File: src/espi_pc_pkg.sv
`default_nettype none

package espi_pc_pkg;

    // one channel byte as delivered by the link layer
    localparam int BYTE_W = 8;

    // the receive queue depth must stay a power of two
    localparam int RX_DEPTH = 16;
    localparam int RX_PTR_W = 4;   // count registers are one bit wider

    // host bus
    localparam int APB_ADDR_W = 4;
    localparam int APB_DATA_W = 32;

    // register map in byte addresses of 32-bit words
    localparam logic [APB_ADDR_W-1:0] ADDR_STATUS  = 4'h0;  // read only
    localparam logic [APB_ADDR_W-1:0] ADDR_CTRL    = 4'h4;
    localparam logic [APB_ADDR_W-1:0] ADDR_PC_DATA = 4'h8;  // read pops the posted queue
    localparam logic [APB_ADDR_W-1:0] ADDR_NP_DATA = 4'hC;  // read pops the non-posted queue

    // status word layout
    localparam int STAT_PC_AVAIL = 0;
    localparam int STAT_NP_AVAIL = 1;
    localparam int STAT_PC_FREE  = 2;
    localparam int STAT_NP_FREE  = 3;
    localparam int STAT_PC_EMPTY = 4;
    localparam int STAT_NP_EMPTY = 5;

    // control word layout
    // the enable bit goes straight out as the channel-ready indication
    localparam int CTRL_CHAN_EN = 0;

endpackage

`default_nettype wire

File: src/rx_queue.sv
`timescale 1ns/1ps
`default_nettype none

module rx_queue (
    input  logic                             clk,
    input  logic                             channel_reset_n,
    input  logic                             flush,
    input  logic                             put,
    input  logic [espi_pc_pkg::BYTE_W-1:0]   wdata,
    input  logic                             commit,
    input  logic                             commit_error,
    input  logic                             pop,
    output logic [espi_pc_pkg::BYTE_W-1:0]   rdata,
    output logic                             empty,
    output logic                             avail,
    output logic                             free
);

    logic [espi_pc_pkg::BYTE_W-1:0] mem [espi_pc_pkg::RX_DEPTH];
    logic [espi_pc_pkg::RX_PTR_W-1:0] wr_ptr;
    logic [espi_pc_pkg::RX_PTR_W-1:0] rd_ptr;
    logic [espi_pc_pkg::RX_PTR_W:0] count;
    logic full;
    logic do_put;
    logic do_pop;

    assign full  = (count == (espi_pc_pkg::RX_PTR_W+1)'(espi_pc_pkg::RX_DEPTH));
    assign empty = (count == '0);

    // a put into a full queue and a pop from an empty one are both ignored
    assign do_put = put && !full;
    assign do_pop = pop && !empty;

    // show-ahead read so the head byte is visible before it is popped
    assign rdata = mem[rd_ptr];

    always_ff @(posedge clk) begin
        if (do_put) begin
            mem[wr_ptr] <= wdata;
        end
    end

    // pointers wrap on their own since the depth is a power of two
    always_ff @(posedge clk or negedge channel_reset_n) begin
        if (!channel_reset_n) begin
            wr_ptr <= '0;
            rd_ptr <= '0;
            count  <= '0;
        end
        else if (flush) begin
            wr_ptr <= '0;
            rd_ptr <= '0;
            count  <= '0;
        end
        else begin
            if (do_put) begin
                wr_ptr <= wr_ptr + 1'b1;
            end
            if (do_pop) begin
                rd_ptr <= rd_ptr + 1'b1;
            end

            if (do_put && !do_pop) begin
                count <= count + 1'b1;
            end
            else if (do_pop && !do_put) begin
                count <= count - 1'b1;
            end
        end
    end

    // a packet is only offered to the host once its CRC end arrived clean
    always_ff @(posedge clk or negedge channel_reset_n) begin
        if (!channel_reset_n) begin
            avail <= 1'b0;
        end
        else begin
            if (commit && !commit_error) begin
                avail <= 1'b1;
            end
            else if (empty) begin
                avail <= 1'b0;   // drained or flushed
            end
        end
    end

    always_ff @(posedge clk or negedge channel_reset_n) begin
        if (!channel_reset_n) begin
            free <= 1'b1;        // queue comes out of reset empty
        end
        else begin
            if (empty) begin
                free <= 1'b1;
            end
            else if (avail) begin
                free <= 1'b0;    // a complete packet is waiting for the host
            end
        end
    end

endmodule

`default_nettype wire

File: src/rx_host_regs.sv
`timescale 1ns/1ps
`default_nettype none

module rx_host_regs (
    input  logic                                 clk,
    input  logic                                 channel_reset_n,
    input  logic [espi_pc_pkg::APB_ADDR_W-1:0]   paddr,
    input  logic                                 psel,
    input  logic                                 penable,
    input  logic                                 pwrite,
    input  logic [espi_pc_pkg::APB_DATA_W-1:0]   pwdata,
    output logic [espi_pc_pkg::APB_DATA_W-1:0]   prdata,
    output logic                                 pready,
    output logic                                 pslverr,
    input  logic [espi_pc_pkg::BYTE_W-1:0]       pc_rdata,
    input  logic                                 pc_empty,
    input  logic                                 pc_avail,
    input  logic                                 pc_free,
    output logic                                 pc_pop,
    input  logic [espi_pc_pkg::BYTE_W-1:0]       np_rdata,
    input  logic                                 np_empty,
    input  logic                                 np_avail,
    input  logic                                 np_free,
    output logic                                 np_pop,
    output logic                                 pc_channel_ready
);

    logic access;
    logic rd_en;
    logic wr_en;
    logic hit_status;
    logic hit_ctrl;
    logic hit_pc_data;
    logic hit_np_data;
    logic chan_en;
    logic [espi_pc_pkg::APB_DATA_W-1:0] status_word;
    logic [espi_pc_pkg::APB_DATA_W-1:0] ctrl_word;

    // no wait states so every transfer completes in its access cycle
    assign pready = 1'b1;

    assign access = psel && penable;
    assign rd_en  = access && !pwrite;
    assign wr_en  = access && pwrite;

    assign hit_status  = (paddr == espi_pc_pkg::ADDR_STATUS);
    assign hit_ctrl    = (paddr == espi_pc_pkg::ADDR_CTRL);
    assign hit_pc_data = (paddr == espi_pc_pkg::ADDR_PC_DATA);
    assign hit_np_data = (paddr == espi_pc_pkg::ADDR_NP_DATA);

    always_comb begin
        status_word = '0;
        status_word[espi_pc_pkg::STAT_PC_AVAIL] = pc_avail;
        status_word[espi_pc_pkg::STAT_NP_AVAIL] = np_avail;
        status_word[espi_pc_pkg::STAT_PC_FREE]  = pc_free;
        status_word[espi_pc_pkg::STAT_NP_FREE]  = np_free;
        status_word[espi_pc_pkg::STAT_PC_EMPTY] = pc_empty;
        status_word[espi_pc_pkg::STAT_NP_EMPTY] = np_empty;
    end

    always_comb begin
        ctrl_word = '0;
        ctrl_word[espi_pc_pkg::CTRL_CHAN_EN] = chan_en;
    end

    // the byte returned in the access cycle is the one popped on its edge
    assign pc_pop = rd_en && hit_pc_data && !pc_empty;
    assign np_pop = rd_en && hit_np_data && !np_empty;

    always_comb begin
        prdata = '0;
        if (rd_en) begin
            if (hit_status) begin
                prdata = status_word;
            end
            else if (hit_ctrl) begin
                prdata = ctrl_word;
            end
            else if (hit_pc_data && !pc_empty) begin
                prdata[espi_pc_pkg::BYTE_W-1:0] = pc_rdata;
            end
            else if (hit_np_data && !np_empty) begin
                prdata[espi_pc_pkg::BYTE_W-1:0] = np_rdata;
            end
        end
    end

    // only the control register accepts writes
    assign pslverr = access && (!(hit_status || hit_ctrl || hit_pc_data || hit_np_data) ||
                                (pwrite && !hit_ctrl));

    always_ff @(posedge clk or negedge channel_reset_n) begin
        if (!channel_reset_n) begin
            chan_en <= 1'b0;
        end
        else if (wr_en && hit_ctrl) begin
            chan_en <= pwdata[espi_pc_pkg::CTRL_CHAN_EN];
        end
    end

    assign pc_channel_ready = chan_en;

endmodule

`default_nettype wire

File: src/espi_pc_rx.sv
`timescale 1ns/1ps
`default_nettype none

module espi_pc_rx (
    input  logic                                 clk,
    input  logic                                 channel_reset_n,
    input  logic                                 pc_put,
    input  logic                                 np_put,
    input  logic [espi_pc_pkg::BYTE_W-1:0]       rx_byte,
    input  logic                                 pc_commit,
    input  logic                                 np_commit,
    input  logic                                 rx_error,
    input  logic                                 flush_pc_fifo,
    input  logic [espi_pc_pkg::APB_ADDR_W-1:0]   paddr,
    input  logic                                 psel,
    input  logic                                 penable,
    input  logic                                 pwrite,
    input  logic [espi_pc_pkg::APB_DATA_W-1:0]   pwdata,
    output logic [espi_pc_pkg::APB_DATA_W-1:0]   prdata,
    output logic                                 pready,
    output logic                                 pslverr,
    output logic                                 pc_channel_ready
);

    logic [espi_pc_pkg::BYTE_W-1:0] pc_rdata;
    logic [espi_pc_pkg::BYTE_W-1:0] np_rdata;
    logic pc_empty;
    logic pc_avail;
    logic pc_free;
    logic pc_pop;
    logic np_empty;
    logic np_avail;
    logic np_free;
    logic np_pop;

    // the link layer steers each byte and both queues share the byte bus
    rx_queue u_pc_queue (
        .clk             (clk),
        .channel_reset_n (channel_reset_n),
        .flush           (flush_pc_fifo),
        .put             (pc_put),
        .wdata           (rx_byte),
        .commit          (pc_commit),
        .commit_error    (rx_error),
        .pop             (pc_pop),
        .rdata           (pc_rdata),
        .empty           (pc_empty),
        .avail           (pc_avail),
        .free            (pc_free)
    );

    rx_queue u_np_queue (
        .clk             (clk),
        .channel_reset_n (channel_reset_n),
        .flush           (flush_pc_fifo),   // one flush empties both queues
        .put             (np_put),
        .wdata           (rx_byte),
        .commit          (np_commit),
        .commit_error    (rx_error),
        .pop             (np_pop),
        .rdata           (np_rdata),
        .empty           (np_empty),
        .avail           (np_avail),
        .free            (np_free)
    );

    rx_host_regs u_regs (
        .clk              (clk),
        .channel_reset_n  (channel_reset_n),
        .paddr            (paddr),
        .psel             (psel),
        .penable          (penable),
        .pwrite           (pwrite),
        .pwdata           (pwdata),
        .prdata           (prdata),
        .pready           (pready),
        .pslverr          (pslverr),
        .pc_rdata         (pc_rdata),
        .pc_empty         (pc_empty),
        .pc_avail         (pc_avail),
        .pc_free          (pc_free),
        .pc_pop           (pc_pop),
        .np_rdata         (np_rdata),
        .np_empty         (np_empty),
        .np_avail         (np_avail),
        .np_free          (np_free),
        .np_pop           (np_pop),
        .pc_channel_ready (pc_channel_ready)
    );

endmodule

`default_nettype wire

File: config.mk
export PLATFORM = sky130hd
export DESIGN_NAME = espi_pc_rx
export DESIGN_NICKNAME = d
export VERILOG_FILES = /design/src/espi_pc_pkg.sv /design/src/rx_queue.sv /design/src/rx_host_regs.sv /design/src/espi_pc_rx.sv
export SDC_FILE = /design/constraint.sdc
export NUM_CORES = 1
export LEC_CHECK = 0
export ABC_AREA = 1
export BUFFER_PORTS_ARGS = -buffer_cell sky130_fd_sc_hd__buf_2
export CELL_PAD_IN_SITES_DETAIL_PLACEMENT = 0
export CELL_PAD_IN_SITES_GLOBAL_PLACEMENT = 1
export CORE_ASPECT_RATIO = 1.75
export CORE_UTILIZATION = 52
export DETAILED_ROUTE_END_ITERATION = 8
export PLACE_DENSITY = 0.87
export SLEW_MARGIN = 20
export SYNTH_ARGS = -nofsm -noshare
export SYNTH_HDL_FRONTEND = slang
export SYNTH_SLANG_ARGS = --single-unit
File: constraint.sdc
create_clock -name clk -period 4.8 [get_ports clk]
set_clock_uncertainty 0.1 [all_clocks]
set_input_delay 1.2 -clock clk [delete_from_list [all_inputs] [get_ports clk]]
set_output_delay 1.2 -clock clk [all_outputs]
set_load 0.01 [all_outputs]
Yosys cells after proc, flatten, opt, wreduce, memory -nomap -nowiden:

Memory sizes are Yosys's and may differ from the RTL's.
Cells that the tools add are included.

* flip-flop bits (word level): 31
* RAM bits: 256
* output and inout port bits: 35
* memories kept: 2

Memory list
* u_np_queue.mem: depth 16, width 8, rd ports 1, clocked after Yosys merged registers in 0, write ports 1, line rx_queue.sv:19 `logic [espi_pc_pkg::BYTE_W-1:0] mem [espi_pc_pkg::RX_DEPTH];`
* u_pc_queue.mem: depth 16, width 8, rd ports 1, clocked after Yosys merged registers in 0, write ports 1, line rx_queue.sv:19

* add/sub/neg operators: 8
* eq/ne operators: 5
* mux-type cells: 31
* reductions and logical operators: 51

Operator list (number)
* two-way mux 8 bit: 5
* two-way mux 4 bit: 8
* two-way mux 5 bit: 6
* logical AND 1 bit: 22
* adder 4 x 1 -> 4 bit (second input constant): 4
* nonzero test 2 bit: 8
* zero test 1 bit: 12
* two-way mux 1 bit: 12
* adder 5 x 1 -> 5 bit (second input constant): 2
* equality test 5 bit (second input constant): 2
* zero test 5 bit: 2
* subtractor 5 x 1 -> 5 bit (second input constant): 2
* equality test 4 bit (second input constant): 2
* nonzero test 3 bit: 2
* equality test 4 x 3 -> 1 bit (second input constant): 1
* zero test 4 bit: 1
* logical OR 1 bit: 4

Depth between registers and ports, before layout:

* word-level depth: 9
* mapped depth: 16

By module:

A second synthesis with hierarchy kept.

* cell total of the unflattened synthesis: 1110
* area total of the unflattened synthesis: 12639.6 um2

Modules (own cells, without submodules)
* rx_queue (u_pc_queue): instances 1, cells an instance 503, area an instance 6048.3 um2, sequential area each 4220.3 um2
* rx_queue (u_np_queue): instances 1, cells an instance 505, area an instance 6045.8 um2, sequential area each 4220.3 um2
* rx_host_regs: instances 1, cells an instance 102, area an instance 545.5 um2, sequential area each 25.0 um2

Worst setup path after synthesis:

No wires, ideal clock.

* path kind: input to output
* from: in paddr[0] (netlist name)
* to: out prdata[7] (netlist name)
* data arrival time: 2.086 ns
* path slack: 1.414 ns
* stages: 7
* cell sequence: inv_1 -> nand2_1 -> nor3_4 -> nand2_4 -> inv_1 -> nand3_1 -> a21oi_1

* cells in the longest elaborated chain, start to end: 7
* elaborated cells between the ends (all ways): 11

RTL lines
* from (decl): line espi_pc_rx.sv:14 `input logic [espi_pc_pkg::APB_ADDR_W-1:0] paddr,`
* equality test 4 bit: line rx_host_regs.sv:49 `assign hit_np_data = (paddr == espi_pc_pkg::ADDR_NP_DATA);`
* logical AND 1 bit: line rx_host_regs.sv:82 `else if (hit_np_data && !np_empty) begin`
* two-way mux 8 bit: line rx_host_regs.sv:82
* two-way mux 8 bit: line rx_host_regs.sv:79 `else if (hit_pc_data && !pc_empty) begin`
* two-way mux 8 bit: line rx_host_regs.sv:76 `else if (hit_ctrl) begin`
* two-way mux 8 bit (*): line rx_host_regs.sv:73 `if (hit_status) begin`
* two-way mux 8 bit (*): line rx_host_regs.sv:72 `if (rd_en) begin`
* to (decl): line espi_pc_rx.sv:19 `output logic [espi_pc_pkg::APB_DATA_W-1:0] prdata,`

Every way passes the cells marked *; elsewhere a longest branch is shown, timed or not.

Final worst setup path:

* from: reg u_pc_queue.rd_ptr[0] (netlist name)
* to: out prdata[3] (netlist name)

* cells in the longest elaborated chain, start to end: 5

RTL lines
* from (decl): line rx_queue.sv:21 `logic [espi_pc_pkg::RX_PTR_W-1:0] rd_ptr;`
* from (signal assigned): line rx_queue.sv:60 `rd_ptr <= rd_ptr + 1'b1;`
* memory (16 x 8 bit)
* two-way mux 8 bit: line rx_host_regs.sv:79
* two-way mux 8 bit: line rx_host_regs.sv:76
* two-way mux 8 bit: line rx_host_regs.sv:73
* two-way mux 8 bit: line rx_host_regs.sv:72

No other way between the ends.

==> metrics.cfg <==
[worst_setup_path]
cp-end-kind = output port
crit_start = u_pc_queue.rd_ptr[0]
path_class = register to output port
cp_data_required_time_ns = 3.50
worstSetupStartpointType = register
worst-r2r-cell-count = 15
critical_path.max_fanout = 63
arrival_ns = 2.80
reg2reg_from = u_np_queue.count[1]

[placed_design]
dpl.hpwl_um = 19100
dp.cells = 1510
port_buffers = 33
gp_congestion = 0.872
place_area_um2 = 13100
post-place-ws_ns = 0.834

[sta]
layout_setup_ws_ns = 0.699
setup-violations-final = 0
worst_slew_pin_slew_ns = 1.05
max_slew_margin_pct = 30.0
rsz0062_at_grt = no
fmax_ghz = 0.244
tns_ns = 0
drv_slew = 0
hold_viol = 0
finalCritPeriodShare_pct = 85.4
period_minus_slack_ns = 4.10
hold_ws_ns = 0.333

[clocking]
cts_buffers = 25
cts.sinks = 287
tritoncts = yes
root_buffer = clkbuf_16
path_clk_slew_ns = 0.07
clock_path_buffers = 3
cts_setup_buffers = 0
cts-resized-gates = 0
insertion_delay_ns = 0.53
htree_levels = 1
cts_hold_buf = 0

[yosys]
yosysTopAreaCellShare_pct = 59.6
ys_seq_elements = 287
synth-async-reset-ratio_pct = 10.8
synth_common_cells = 327 x nand2_1, 256 x edfxtp_1, 180 x nand3_1, 94 x inv_1, 94 x nor2_1
synthTopCellsByArea = edfxtp_1 60%, nand2_1 9.5%, nand3_1 7.0%
synth-simple-area-share_pct = 20.8
synth_top_family_by_area = simple AND/OR/NAND/NOR gates
ys_seq_area_share_pct = 65.6
synth_compound_area_share_pct = 4.08
syn_inst = 1217
post-synth-top-count-cell = nand2_1
synth_edf_count = 256
synthXorXnorAreaFrac_pct = 0.407
synthesis.area_um2 = 12900
synth_ff_type = edfxtp_1
synth_mux_area_share_pct = 0
netlist.top_cell.by_area = edfxtp_1
synthAdderAreaFrac_pct = 2.06
ys_warn_count = 0
ys_types = 41
avgSynthCellArea_um2 = 10.6

[final_layout]
antenna_cells = 0
final_util_pct = 57.6
area_growth_pct = 7.69
final_nets = 1304
layout.cells.non_filler = 1555
layout-drive-gt1-share_pct = 8.66
final_cell_area_um2 = 13900

[route]
viasPerCell = 5.41
drtIter0Drc = 611
drtAntennaViolNets = 0
drtPass1Iterations = 5
vias = 8409
wire_per_inst_um = 18.9
drcViolationCount = 0
wirelength_um = 29400

[floorplan]
die_h_um = 210
core_area_um2 = 24100
num_rows = 75
dieArea_um2 = 25500
io_pins = 90
die_w_um = 121
initial_core_util_pct = 53.5

[global_route]
antenna_found_initial = 0
grt_pass1_wl_um = 44900
grt_pass1_vias = 8118
grt_overflow_total = 0
grt_start_max_net_pins = 69
grt_usage_pct = 24.0

[power]
pwr-share-comb_pct = 9.7
power.net_switching_mw = 1.28
p_int_mw = 4.06
switching_share_pct = 24.1
p_total_mw = 5.34
powerDensity_nw_per_um2 = 384
p_seq_share_pct = 54.0
ir_worst_vdd_v = 0.000321
clock_power_share_pct = 36.3
p_leak_nw = 5.50

[hold_path]
hold_depth = 1
hold_start = u_pc_queue.avail
hold_path_class = register to register

[flow_run]
cap_violations = 0

[outcome]
status = completed

[flip-flops by register name (all words and copies together), names as in the netlist]
| name | cells |
|---|---|
| u_pc_queue.free | 1 |
| u_pc_queue.mem | 128 |
| u_np_queue.wr_ptr | 4 |
| u_np_queue.avail | 1 |
| u_pc_queue.wr_ptr | 4 |
| u_np_queue.rd_ptr | 4 |
| u_pc_queue.avail | 1 |
| u_pc_queue.count | 5 |
| u_pc_queue.rd_ptr | 4 |
| u_np_queue.count | 5 |
| u_np_queue.free | 1 |
| u_regs.pc_channel_ready | 1 |
| u_np_queue.mem | 128 |
[power by group through the flow]
stage	clock network (mW)	logic (mW)	registers (mW)
floorplan	0	0.365	2.92
detailed placement	0	0.519	2.94
global route	2.07	0.582	2.89
CTS	1.97	0.521	2.88
global placement	0	0.507	2.93
finish	1.94	0.516	2.88
[layout by cell type (no fill, tap or decap), types with 5 or more instances in the layout]
master and count:
clkinv_2 5, a21oi_1 19, nand2_1 327, clkbuf_16 25, clkbuf_1 5, o211ai_1 13
o21ai_0 24, edfxtp_1 256, inv_2 16, buf_2 33, nor2_1 94, o21ai_1 20
clkinv_1 8, inv_1 94, nand3_1 180, conb_1 25, nand4_1 6, dfrtp_1 27
ha_1 18
[critical path: stages (launching register included)]
cell	delay, ns
dfrtp_2	0.37
clkinv_2	0.69
nand2_1	0.30
nand3_1	0.10
nand3_1	0.18
nand3_1	0.11
nand2_1	0.10
nand2_1	0.05
nand2_1	0.06
a21oi_1	0.10
buf_2	0.16
[layout make-up]
type	count	area (um2)
Clock buffer	30	644
Clock inverter	15	135
Fill cell	2058	10200
Inverter	113	425
Multi-Input combinational cell	764	3620
Sequential cell	287	8470
Tap cell	308	385
Timing Repair Buffer	38	215
[logic make-up (layout without fill, tap and decap cells)]
kind of cell | count (synthesis) | after routing
and+or+nand+nor | 622 | 622
DFF | 287 | 287
buffers and inverters | 189 | 196
AOI/OAI and AO/OA | 91 | 91
adders and majority gates | 20 | 20
xor gates and xnor gates | 6 | 6
other | 2 | 25
[per-layer routing]
metal	part of all wire, %	up-vias	track usage [%]
met4	6.0	0	14.9
met3	3.8	78	2.33
met1	37	4015	26.8
met5	0	-	0
met2	54	234	43.2
li1	-	4082	-
[path summary, 6_finish.rpt]
| check | endpoint | slack [ns] |
|---|---|---|
| worst max register to register | u_np_queue.count[4] | 2.18 |
| worst min-delay path | u_pc_queue.free | 0.33 |
| worst min register to register | u_pc_queue.free | 0.33 |
| worst max-delay path | prdata[3] | 0.70 |
| min in group asynchronous | u_np_queue.count[2] | 0.65 |
| max in group asynchronous | u_pc_queue.rd_ptr[0] | 3.37 |
Power figures use the tool's default switching activity.
